<file path="src/logic/sportPkg.sv">
`default_nettype none

package sportPkg;

  // ~~~~~~~~~~~~~~~~~~~~~~~~~~~~~~~~~~~~~~
  // Data path widths
  // ~~~~~~~~~~~~~~~~~~~~~~~~~~~~~~~~~~~~~~

  localparam int DataWidth = 16;  // Hold word and core write data
  localparam int SlenWidth = 4;   // Code n gives n+1 bits per word
  localparam int CodeWidth = 8;   // One G.711 mu-law code

  // ~~~~~~~~~~~~~~~~~~~~~~~~~~~~~~~~~~~~~~
  // Transmit FSM encoding
  // ~~~~~~~~~~~~~~~~~~~~~~~~~~~~~~~~~~~~~~

  // One-hot, so each state is a single flop in the register
  typedef enum logic [2:0] {
    TxIdle      = 3'b001,  // Waiting for a frame sync
    TxShift     = 3'b010,  // Shifting the current word
    TxWordStart = 3'b100   // First bit of a following word
  } txStateT;

endpackage

`default_nettype wire

</file>
<file path="src/logic/muLawCompressor.sv">
`timescale 1ns/1ps
`default_nettype none

module muLawCompressor (
  input  logic [sportPkg::DataWidth-1:0] linear,
  output logic [sportPkg::CodeWidth-1:0] code
);

  localparam int MagWidth = 14;
  localparam logic [MagWidth-1:0] ClipLevel = 14'd8158;
  localparam logic [MagWidth-1:0] Bias = 14'd33;

  logic [MagWidth-1:0] sample;
  logic                sign;
  logic [MagWidth-1:0] magnitude;
  logic [MagWidth-1:0] clipped;
  logic [MagWidth-1:0] biased;
  logic [MagWidth-1:0] scaled;
  logic [2:0]          segment;
  logic [3:0]          mantissa;

  // ~~~~~~~~~~~~~~~~~~~~~~~~~~~~~~~~~~~~~~
  // Sign and magnitude
  // ~~~~~~~~~~~~~~~~~~~~~~~~~~~~~~~~~~~~~~

  assign sample    = linear[sportPkg::DataWidth-1 -: MagWidth];  // Drop the two LSBs
  assign sign      = sample[MagWidth-1];
  assign magnitude = sign ? (~sample + 1'b1) : sample;  // Full negative gives 8192

  // Clip keeps the biased value inside 13 bits
  assign clipped = (magnitude > ClipLevel) ? ClipLevel : magnitude;
  assign biased  = clipped + Bias;

  // ~~~~~~~~~~~~~~~~~~~~~~~~~~~~~~~~~~~~~~
  // Segment and mantissa
  // ~~~~~~~~~~~~~~~~~~~~~~~~~~~~~~~~~~~~~~

  // The bias guarantees bit 5 or above is set, so segment 0 covers up to bit 5
  always_comb begin
    segment = '0;
    for (int i = 6; i < 13; i++) begin
      if (biased[i]) begin
        segment = 3'(i - 5);  // Highest set bit wins
      end
    end
  end

  assign scaled   = (biased >> 1) >> segment;  // Four bits below the leading one
  assign mantissa = scaled[3:0];

  // G.711 sends every bit inverted
  assign code = ~{sign, segment, mantissa};

endmodule

`default_nettype wire

</file>
<file path="src/logic/txHoldReg.sv">
`timescale 1ns/1ps
`default_nettype none

module txHoldReg (
  input  logic                           SCLKg5,
  input  logic                           rst_SP_ENg,
  input  logic                           wrEn,
  input  logic [sportPkg::DataWidth-1:0] wrData,
  input  logic                           compEn,
  input  logic                           take,
  output logic [sportPkg::DataWidth-1:0] holdWord,
  output logic                           txReq
);

  localparam int ExtWidth = sportPkg::DataWidth - sportPkg::CodeWidth;

  logic                           compPend;
  logic [sportPkg::CodeWidth-1:0] code;

  // Encodes whatever sits in the hold register, i.e. the word written last cycle
  muLawCompressor compressor0 (
    .linear (holdWord),
    .code   (code)
  );

  // ~~~~~~~~~~~~~~~~~~~~~~~~~~~~~~~~~~~~~~
  // Hold register and compand reload
  // ~~~~~~~~~~~~~~~~~~~~~~~~~~~~~~~~~~~~~~

  always_ff @(posedge SCLKg5 or posedge rst_SP_ENg) begin
    if (rst_SP_ENg) begin
      holdWord <= '0;  // Keeps td quiet straight out of reset
      compPend <= 1'b0;
    end else begin
      compPend <= wrEn && compEn;  // Reload follows one cycle after the write
      if (wrEn) begin
        holdWord <= wrData;
      end else if (compPend) begin
        holdWord <= {{ExtWidth{code[sportPkg::CodeWidth-1]}}, code};
      end
    end
  end

  // Request stays up until the core refills the register
  always_ff @(posedge SCLKg5 or posedge rst_SP_ENg) begin
    if (rst_SP_ENg) begin
      txReq <= 1'b0;
    end else begin
      txReq <= !wrEn && (take || txReq);  // A write beats a take on the same edge
    end
  end

endmodule

`default_nettype wire

</file>
<file path="src/logic/txFrameCtl.sv">
`timescale 1ns/1ps
`default_nettype none

module txFrameCtl #(
  parameter int WordCntWidth = 8
) (
  input  logic                           SCLKg5,
  input  logic                           rst_SP_ENg,
  input  logic                           frameSync,
  input  logic [sportPkg::SlenWidth-1:0] slen,
  input  logic [WordCntWidth-1:0]        mcWords,
  output logic                           take,
  output logic                           shift,
  output logic                           ist,
  output logic [3:0]                     slotNum
);

  sportPkg::txStateT state;
  sportPkg::txStateT nextState;
  sportPkg::txStateT afterBit;

  logic [sportPkg::SlenWidth-1:0] bitCnt;
  logic [sportPkg::SlenWidth-1:0] bitIdx;
  logic [WordCntWidth-1:0]        wordCnt;
  logic [WordCntWidth-1:0]        wordIdx;
  logic                           inIdle;
  logic                           frameStart;
  logic                           active;
  logic                           lastBit;
  logic                           lastWord;

  assign inIdle     = (state == sportPkg::TxIdle);
  assign frameStart = inIdle && frameSync;  // Sync is ignored once a frame runs
  assign active     = frameStart || !inIdle;

  // The sync cycle is already the first bit, so it reads the settings directly
  assign bitIdx   = inIdle ? slen : bitCnt;
  assign wordIdx  = inIdle ? mcWords : wordCnt;
  assign lastBit  = (bitIdx == '0);
  assign lastWord = (wordIdx == '0);

  // ~~~~~~~~~~~~~~~~~~~~~~~~~~~~~~~~~~~~~~
  // Next state
  // ~~~~~~~~~~~~~~~~~~~~~~~~~~~~~~~~~~~~~~

  always_comb begin
    if (!lastBit) begin
      afterBit = sportPkg::TxShift;
    end else if (lastWord) begin
      afterBit = sportPkg::TxIdle;
    end else begin
      afterBit = sportPkg::TxWordStart;  // Next word follows without a gap
    end
  end

  always_comb begin
    case (state)
      sportPkg::TxIdle:      nextState = frameSync ? afterBit : sportPkg::TxIdle;
      sportPkg::TxShift:     nextState = afterBit;
      sportPkg::TxWordStart: nextState = afterBit;
      default:               nextState = sportPkg::TxIdle;
    endcase
  end

  // ~~~~~~~~~~~~~~~~~~~~~~~~~~~~~~~~~~~~~~
  // State and counters
  // ~~~~~~~~~~~~~~~~~~~~~~~~~~~~~~~~~~~~~~

  // bitCnt holds the index of the bit on td, wordCnt the words still to come
  always_ff @(posedge SCLKg5 or posedge rst_SP_ENg) begin
    if (rst_SP_ENg) begin
      state   <= sportPkg::TxIdle;
      bitCnt  <= '0;
      wordCnt <= '0;
    end else begin
      state <= nextState;
      if (nextState == sportPkg::TxWordStart) begin
        bitCnt  <= slen;
        wordCnt <= wordIdx - 1'b1;
      end else begin
        bitCnt  <= bitIdx - 1'b1;
        wordCnt <= wordIdx;  // Loads mcWords on the sync edge
      end
    end
  end

  // ~~~~~~~~~~~~~~~~~~~~~~~~~~~~~~~~~~~~~~
  // Strobes to the data path
  // ~~~~~~~~~~~~~~~~~~~~~~~~~~~~~~~~~~~~~~

  assign shift   = (nextState == sportPkg::TxShift);  // Stay inside the current word
  assign take    = active && (inIdle || lastBit);      // Frame start and every word end
  assign ist     = frameStart;
  assign slotNum = 4'(wordIdx);

endmodule

`default_nettype wire

</file>
<file path="src/logic/txShifter.sv">
`timescale 1ns/1ps
`default_nettype none

module txShifter (
  input  logic                           SCLKg5,
  input  logic                           rst_SP_ENg,
  input  logic [sportPkg::DataWidth-1:0] holdWord,
  input  logic                           shift,
  input  logic [sportPkg::SlenWidth-1:0] slen,
  output logic                           td
);

  logic [sportPkg::DataWidth-1:0] shiftReg;

  // ~~~~~~~~~~~~~~~~~~~~~~~~~~~~~~~~~~~~~~
  // Serial shift register
  // ~~~~~~~~~~~~~~~~~~~~~~~~~~~~~~~~~~~~~~

  // Outside a word the register tracks the hold word, so the next MSB is ready
  always_ff @(posedge SCLKg5 or posedge rst_SP_ENg) begin
    if (rst_SP_ENg) begin
      shiftReg <= '0;
    end else if (shift) begin
      shiftReg <= {shiftReg[sportPkg::DataWidth-2:0], 1'b0};  // Zero fill
    end else begin
      shiftReg <= holdWord;  // Idle and last bit of every word
    end
  end

  // Word length picks the tap, so short words need no pre-alignment
  assign td = shiftReg[slen];

endmodule

`default_nettype wire

</file>
<file path="src/logic/sportTx.sv">
`timescale 1ns/1ps
`default_nettype none

module sportTx #(
  parameter int WordCntWidth = 8
) (
  input  logic                           SCLKg5,
  input  logic                           rst_SP_ENg,
  input  logic                           wrEn,
  input  logic [sportPkg::DataWidth-1:0] wrData,
  input  logic                           compEn,
  input  logic                           frameSync,
  input  logic [sportPkg::SlenWidth-1:0] slen,
  input  logic [WordCntWidth-1:0]        mcWords,
  output logic                           td,
  output logic                           txReq,
  output logic                           ist,
  output logic [3:0]                     slotNum
);

  logic [sportPkg::DataWidth-1:0] holdWord;
  logic                           take;
  logic                           shift;

  // ~~~~~~~~~~~~~~~~~~~~~~~~~~~~~~~~~~~~~~
  // Core side
  // ~~~~~~~~~~~~~~~~~~~~~~~~~~~~~~~~~~~~~~

  txHoldReg holdReg0 (
    .SCLKg5     (SCLKg5),
    .rst_SP_ENg (rst_SP_ENg),
    .wrEn       (wrEn),
    .wrData     (wrData),
    .compEn     (compEn),
    .take       (take),
    .holdWord   (holdWord),
    .txReq      (txReq)
  );

  // ~~~~~~~~~~~~~~~~~~~~~~~~~~~~~~~~~~~~~~
  // Serial side
  // ~~~~~~~~~~~~~~~~~~~~~~~~~~~~~~~~~~~~~~

  txFrameCtl #(
    .WordCntWidth (WordCntWidth)
  ) frameCtl0 (
    .SCLKg5     (SCLKg5),
    .rst_SP_ENg (rst_SP_ENg),
    .frameSync  (frameSync),
    .slen       (slen),
    .mcWords    (mcWords),
    .take       (take),
    .shift      (shift),
    .ist        (ist),
    .slotNum    (slotNum)
  );

  txShifter shifter0 (
    .SCLKg5     (SCLKg5),
    .rst_SP_ENg (rst_SP_ENg),
    .holdWord   (holdWord),
    .shift      (shift),
    .slen       (slen),
    .td         (td)
  );

endmodule

`default_nettype wire

</file>
<file path="config.mk">
export PLATFORM = sky130hd
export DESIGN_NAME = sportTx
export DESIGN_NICKNAME = d
export VERILOG_FILES = /design/src/logic/sportPkg.sv /design/src/logic/muLawCompressor.sv /design/src/logic/txHoldReg.sv /design/src/logic/txFrameCtl.sv /design/src/logic/txShifter.sv /design/src/logic/sportTx.sv
export SDC_FILE = /design/constraint.sdc
export NUM_CORES = 1
export LEC_CHECK = 0
export BUFFER_PORTS_ARGS = -buffer_cell sky130_fd_sc_hd__clkbuf_2
export CORE_ASPECT_RATIO = 0.75
export CORE_MARGIN = 3
export CORE_UTILIZATION = 55
export CTS_BUF_LIST = sky130_fd_sc_hd__clkbuf_4
export DETAILED_ROUTE_END_ITERATION = 12
export HOLD_SLACK_MARGIN = 0.08
export PLACE_DENSITY = 0.8
export SETUP_SLACK_MARGIN = 0.15
export SYNTH_ARGS = -nofsm -noshare
export SYNTH_HDL_FRONTEND = slang
export SYNTH_HIERARCHICAL = 1
export SYNTH_SLANG_ARGS = --single-unit
export TNS_END_PERCENT = 30
</file>
<file path="constraint.sdc">
create_clock -name SCLKg5 -period 4.7 [get_ports SCLKg5]
set_clock_uncertainty 0.15 [all_clocks]
set_input_delay 1.41 -clock SCLKg5 [delete_from_list [all_inputs] [get_ports SCLKg5]]
set_output_delay 1.41 -clock SCLKg5 [all_outputs]
set_load 0.05 [all_outputs]
</file>
## Word-level counts from Yosys, hierarchy flattened

Index checks and enable logic that the tools add are counted.
Widths: inputs -> output; s select.

| word-level totals | value |
|---|---|
| latch bits | 0 |
| memories kept | 0 |
| ROM bits | 0 |
| flip-flop bits (word level) | 49 |
| input port bits | 33 |
| output and inout port bits | 7 |
| RAM bits | 0 |

| cells by class | value |
|---|---|
| reductions and logical operators | 13 |
| muxes and demuxes | 22 |
| shifts and indexed selects | 1 |
| bitwise logic cells | 2 |
| equal/unequal tests | 5 |
| multipliers | 0 |
| add/sub/neg operators | 4 |
| order comparisons | 2 |
| divide/modulo/power cells | 0 |

Operators with widths:

| cell | number |
|---|---|
| $mux 16 | 3 |
| $mux 14 | 2 |
| $mux 3 | 8 |
| $mux 8 | 2 |
| $add 14x1->14 const B | 1 |
| $add 14x6->14 const B | 1 |
| $gt 14x13->1 const B | 1 |
| $not 14->14 | 1 |
| $shr 13x3->4 | 1 |
| $logic_not 8->1 | 1 |
| $mux 4 | 2 |
| $not 8->8 | 1 |
| $sub 8x1->8 const B | 1 |
| $eq 3x2->1 const B | 2 |
| $eq 3x3->1 const B | 2 |
| $pmux 3 s2 | 1 |
| $lt 4x5->1 const B | 1 |
| $bmux 1 s4 | 1 |
| $logic_and 1x1->1 | 4 |
| $logic_not 4->1 | 1 |
| $sub 4x1->4 const B | 1 |
| $eq 3x1->1 const B | 1 |
| $logic_or 1x1->1 | 3 |
| $logic_not 1->1 | 2 |
| other kinds (4) | 5 |

## Longest topological paths before layout

| logic depth | value |
|---|---|
| depth in word-level cells | 17 |
| depth in mapped cells | 21 |
| gate-level depth less buffers | 21 |

## By module

Netlist, hierarchy kept.

By module, submodules not included:

| module | sequential area each (um^2) | area each (um^2) | instances | cells an instance |
|---|---|---|---|---|
| muLawCompressor | 0.0 | 1432.6 | 1 | 207 |
| txFrameCtl | 376.6 | 1051.0 | 1 | 105 |
| txHoldReg | 450.4 | 829.5 | 1 | 76 |
| txShifter | 400.4 | 724.4 | 1 | 42 |

## Least setup slack after synthesis

No wires, ideal clock.

| path | value |
|---|---|
| path kind | reg2reg |
| start point | register holdReg0/holdWord[6] (netlist name) |
| end point | register holdReg0/holdWord[2] (netlist name) |
| slack | -0.090 ns |
| cell stages (with the launch flop) | 21 |
| path buffers | 3 |
| arrival | 4.564 ns |
| library setup time | 0.076 ns |
| cell sequence | dfrtp_1 buf_6 or3_4 buf_6 o41ai_2 xnor2_1 o211a_1 a21oi_1 nand2_1 ha_1 clkbuf_1 a21oi_1 a311oi_1 a211oi_2 o211ai_4 nand2_4 inv_4 mux4_2 a221oi_2 mux2i_1 o21ai_1 |

| on the way | value |
|---|---|
| word-level cells in the longest chain between the ends | 17 |

RTL lines:

| what | RTL line | source |
|---|---|---|
| from (decl) | txHoldReg.sv:11 | `output logic [sportPkg::DataWidth-1:0] holdWord,` |
| from (signal assigned) | txHoldReg.sv:37 | `holdWord <= wrData;` |
| from (signal assigned) | txHoldReg.sv:39 | `holdWord <= {{ExtWidth{code[sportPkg::CodeWidth-1]}}, code};` |
| $not 14->14 | muLawCompressor.sv:28 | `assign magnitude = sign ? (~sample + 1'b1) : sample;` |
| $add 14x1->14 | muLawCompressor.sv:28 |  |
| $mux 14 * | muLawCompressor.sv:28 |  |
| $gt 14x13->1 | muLawCompressor.sv:31 | `assign clipped = (magnitude > ClipLevel) ? ClipLevel : magnitude;` |
| $mux 14 * | muLawCompressor.sv:31 |  |
| $add 14x6->14 * | muLawCompressor.sv:32 | `assign biased = clipped + Bias;` |
| $mux 1 | muLawCompressor.sv:42 | `if (biased[i]) begin` |
| $mux 2 | muLawCompressor.sv:42 |  |
| $mux 3 (5 in a row) | muLawCompressor.sv:42 |  |
| $shr 13x3->4 * | muLawCompressor.sv:48 | `assign scaled = (biased >> 1) >> segment;` |
| $not 8->8 * | muLawCompressor.sv:52 | `assign code = ~{sign, segment, mantissa};` |
| net holdReg0.code, one bit | txHoldReg.sv:18 | `logic [sportPkg::CodeWidth-1:0] code;` |
| $mux 16 * | txHoldReg.sv:38 | `end else if (compPend) begin` |
| $mux 16 * | txHoldReg.sv:36 | `if (wrEn) begin` |

The timed path passes the listed nets; every way through them passes the cells marked *. The select of a mux whose other input is x is not followed.
A chain may end at the register's enable or synchronous reset.

## Final worst setup path

| path | value |
|---|---|
| start point | register holdReg0/holdWord[3] (netlist name) |
| end point | register holdReg0/holdWord[2] (netlist name) |

The elaborated chain is that of the path after synthesis.

==> results.rst <==
.. list-table::
   :header-rows: 1

   * - Metric
     - Value
   * - Result of the run
     - completed
   * - Capture point of the critical path
     - holdReg0/holdWord[2]$_DFFE_PP0P_
   * - Antenna-violating nets left
     - 0
   * - Largest net degree at the start of global routing
     - 35
   * - Final core utilization
     - between 70% and 80%
   * - Number of nets in the final layout
     - 547
   * - H-tree levels
     - 2
   * - Final weighted congestion in routability-driven placement
     - 0.9193
   * - Top cell type's share of synthesized area
     - 29.75%
   * - Chain of cells forming the critical path
     - inv_2 -> ha_4 -> nor4b_4 -> nand4_1 -> a32oi_2 -> o211a_1 -> a21o_1 -> nor2_2 -> ha_4 -> inv_4 -> a32oi_2 -> o211ai_1 -> a22oi_1 -> o211a_1 -> a211oi_4 -> nand2_4 -> inv_4 -> mux4_2 -> a221oi_2 -> mux2i_1 -> o21ai_1
   * - Kind of path behind the tightest hold check
     - reg2reg
   * - Post-synth ARST share
     - between 90% and 100%
   * - Average cell area after synthesis
     - 9.390 um2
   * - Area leader, netlist
     - dfrtp_1
   * - Initial antenna violation count
     - 0
   * - Clock tree root driver cell
     - clkbuf_4
   * - Cell count along the critical path
     - 21
   * - Cell total after placement
     - 575
   * - Sequential area share after synthesis
     - 30.40%
   * - # DRC
     - 0
   * - Most common library cells after synthesis
     - dfrtp_1 (48), nand2_1 (45), mux2i_1 (34)
   * - Maximum fanout along the worst path
     - 8
   * - Internal power
     - ~1.2 mW
   * - Critical R2R Capture
     - holdReg0/holdWord[2]$_DFFE_PP0P_
   * - Critical setup path kind
     - reg2reg
   * - Initial Utilization
     - 58.00%
   * - Clk slew on worst S/H paths
     - 140 ps
   * - Endpoint class of the critical path
     - flip-flop
   * - Reg-to-reg startpoint
     - holdReg0/holdWord[3]$_DFFE_PP0P_
   * - Cell types occupying the most area after synthesis
     - dfrtp_1 (30%), mux2i_1 (8.4%), mux2_2 (4.2%), nand2_1 (4.2%), xnor2_1 (3.7%)
   * - Remaining global-route overflow
     - 0
   * - Final critical delay including setup and external delays
     - 4677 ps
   * - Via count of the first global-routing pass
     - 3,590
   * - Combined buffer and inverter count along the critical path
     - 3
   * - Overall fraction of global-route tracks in use
     - 27.34%
   * - R2R depth
     - 21
   * - Via density per instance
     - 6.396
   * - Post-synthesis net count
     - approximately 470
   * - Multi-input gate area
     - between 2000 and 3000 um2
   * - Total Wirelength
     - 11,600 um
   * - EDFF count, synth
     - 0
   * - Register area
     - 1235 um2
   * - Fraction of final layout cells sized beyond drive strength 1
     - roughly 36%
   * - Iter 0 DRT Violations
     - ~310
   * - Family of cells with the greatest summed delay on the critical path
     - compound AO/OA/AOI/OAI gates
   * - Final hold viol count
     - 0
   * - Power per Cell Area
     - between 400 and 500 nW/um2
   * - Cells after synthesis
     - between 400 and 500
   * - CTS buffer count
     - 5
   * - Startpoint type of the worst setup path
     - flip-flop
   * - Area of the core
     - 6962 um2
   * - Worst path slowest cell
     - mux4_2
   * - Most repeated cell in the gate-level netlist after synthesis
     - dfrtp_1
   * - Number of non-filler instances in the completed layout
     - 608
   * - Minimum setup slack among reg-to-reg paths
     - 20 ps
   * - Detail Placement HPWL
     - 8390 um
   * - Minimum setup slack after placement
     - -163.1 ps
   * - First-pass detailed-route iteration total
     - 5
   * - Filler Cells Inserted
     - 541
   * - Relative area change from synthesis to final layout
     - 21.79%
   * - Sequential fraction of design power
     - 29.8%
   * - Worst-skew pair later-pin latency
     - 380 ps
   * - Worst Tran Pin Value
     - a little over 900 ps
   * - Relative slew slack
     - around two fifths
   * - Slowest cell delay on critical path
     - 500 ps
   * - FP Rows
     - 26
   * - Overall via count from detail_route
     - 3,889
   * - Data required time of the critical path
     - 4860 ps
   * - Portion of total power attributed to combinational logic
     - 61.7%
   * - Power share of the clock group
     - under 10%
   * - Post-route worst hold slack
     - between 300 and 400 ps
   * - CTS tree
     - yes
   * - Period utilization
     - about 100%
   * - Port buffer count
     - 39
   * - Sw Pwr
     - roughly 1.1 mW
   * - Post-route setup slack
     - between 20 and 25 ps
   * - Worst path arrival time
     - roughly 4800 ps
   * - Pins Over Slew Limit
     - 0
   * - Routed length per instance
     - 19.08 um
   * - Number of buffers inserted for hold repair after clock tree synthesis
     - 0
   * - Setup-violating endpoint count in the final report
     - 0
   * - Wire length of the first global-routing pass
     - 18,210 um
   * - Floorplan die area
     - 8416 um2
   * - Die Width
     - 104.9 um
   * - Unrepaired setup endpoints after global routing
     - yes
   * - Clk sink count
     - around 50
   * - Synth Flop Type
     - dfrtp_1
   * - Sw Ratio
     - between 40% and 50%
   * - IR Drop Worst-Case VDD
     - 0.2715 mV
   * - Count of inserted antenna diode cells
     - 0
   * - Yosys warns
     - 6
   * - Count of distinct cell types in the synthesized netlist
     - 80
   * - I/O pin count
     - 40
   * - Max frequency
     - 213.8 MHz
   * - Hold path startpoint
     - shifter0/shiftReg[5]$_DFF_PP0_
   * - Synthesized flop and latch total
     - approximately 50
   * - Number of buffers on the longest clock path
     - 2
   * - Max-Cap Viols
     - 0
   * - Die outline height
     - 80.20 um
   * - Cell area after technology mapping
     - 4038 um2
   * - Leakage power
     - 2.140 nW
   * - Critical path launch point
     - holdReg0/holdWord[3]$_DFFE_PP0P_
[how the worst min path moves through the flow]
stage,to,depth (start not counted)
after floorplan,shifter0/shiftReg[0]$_DFF_PP0_,1
after global placement,shifter0/shiftReg[6]$_DFF_PP0_,1
after detailed placement,shifter0/shiftReg[6]$_DFF_PP0_,1
after CTS,shifter0/shiftReg[6]$_DFF_PP0_,1
after global routing,shifter0/shiftReg[6]$_DFF_PP0_,1
final,shifter0/shiftReg[6]$_DFF_PP0_,1
[placed cells by master (no fill, tap or decap), types with 3 or more instances in the layout]
cell and count:
nor3_1 10, o211a_1 5, nand4_1 5, nand2b_1 4
o211ai_1 3, dfrtp_2 6, a21o_2 3, a21oi_1 14
nand2_1 45, nor4_4 4, and2_1 5, a211oi_2 3
or2_2 3, xor2_1 6, xnor2_1 13, nor2b_1 7
inv_4 3, ha_1 3, nor2_1 24, a21o_1 3
inv_1 13, nand3_1 11, or3_1 4, clkbuf_2 39
dfrtp_1 42, o21ai_1 16, o21ai_0 13, mux2i_1 34
xnor2_2 4, mux4_1 4, a211oi_1 4, clkbuf_4 6
mux2_2 15, nor3b_1 4, buf_4 55, and3_1 3
[stage by stage]
step                      power, mW  TNS [ps]  cell area (um2)
after floorplan               1.671         0             4119
after global placement        1.954         0             4511
after detailed placement      2.001    -170.1             4511
after CTS                     2.237         0             4718
after global routing          2.470    -189.4             4917
final                         2.323         0             4917
[logic make-up after synthesis]
kind of cell,count (synthesis),synth area share [%]
AO/OA/AOI/OAI,107,20.70
buffers and inverters,41,5.795
multiplexers,55,16.05
AND/OR/NAND/NOR,150,20.51
adder cells (fa/ha/maj),5,1.549
XOR/XNOR,23,4.989
flip-flops,49,30.40
[final cells by class]
class	instances	share of cell area, %
multi-input cells	341	57.38
flip-flops and latches	49	25.11
repair buffers	94	12.37
well taps	98	2.494
inverters	18	1.527
clock buffers	6	0.9160
clock inverters	2	0.2036
[sequential cells by signal (all words and copies together) (netlist names)]
name / cells
frameCtl0/wordCnt: 8
holdReg0/compPend: 1
frameCtl0/bitCnt: 4
holdReg0/txReq: 1
frameCtl0/state: 3
shifter0/shiftReg: 16
holdReg0/holdWord: 16
[power groups by stage]
stage | combinational (mW) | sequential, mW | clock (mW)
final | 1.43 | 0.693 | 0.197
after global routing | 1.54 | 0.710 | 0.223
after CTS | 1.35 | 0.688 | 0.199
after detailed placement | 1.31 | 0.693 | 0
after global placement | 1.27 | 0.682 | 0
after floorplan | 1.01 | 0.660 | 0
[per-layer routing]
metal	track usage, %	part of all wire, %
met1	39.16	46
met2	41.74	44
met3	7.229	9.3
met4	5.505	1.1
met5	0	0
[repair_timing]
action	4_1_cts	5_1_grt
endpoints found under the hold margin	0	0
setup endpoints to repair	4	4
buffers inserted	11	13
gates resized for setup	13	19
pin swaps	6	19
gates cloned	0	1
(Power assumes the default switching activity.)
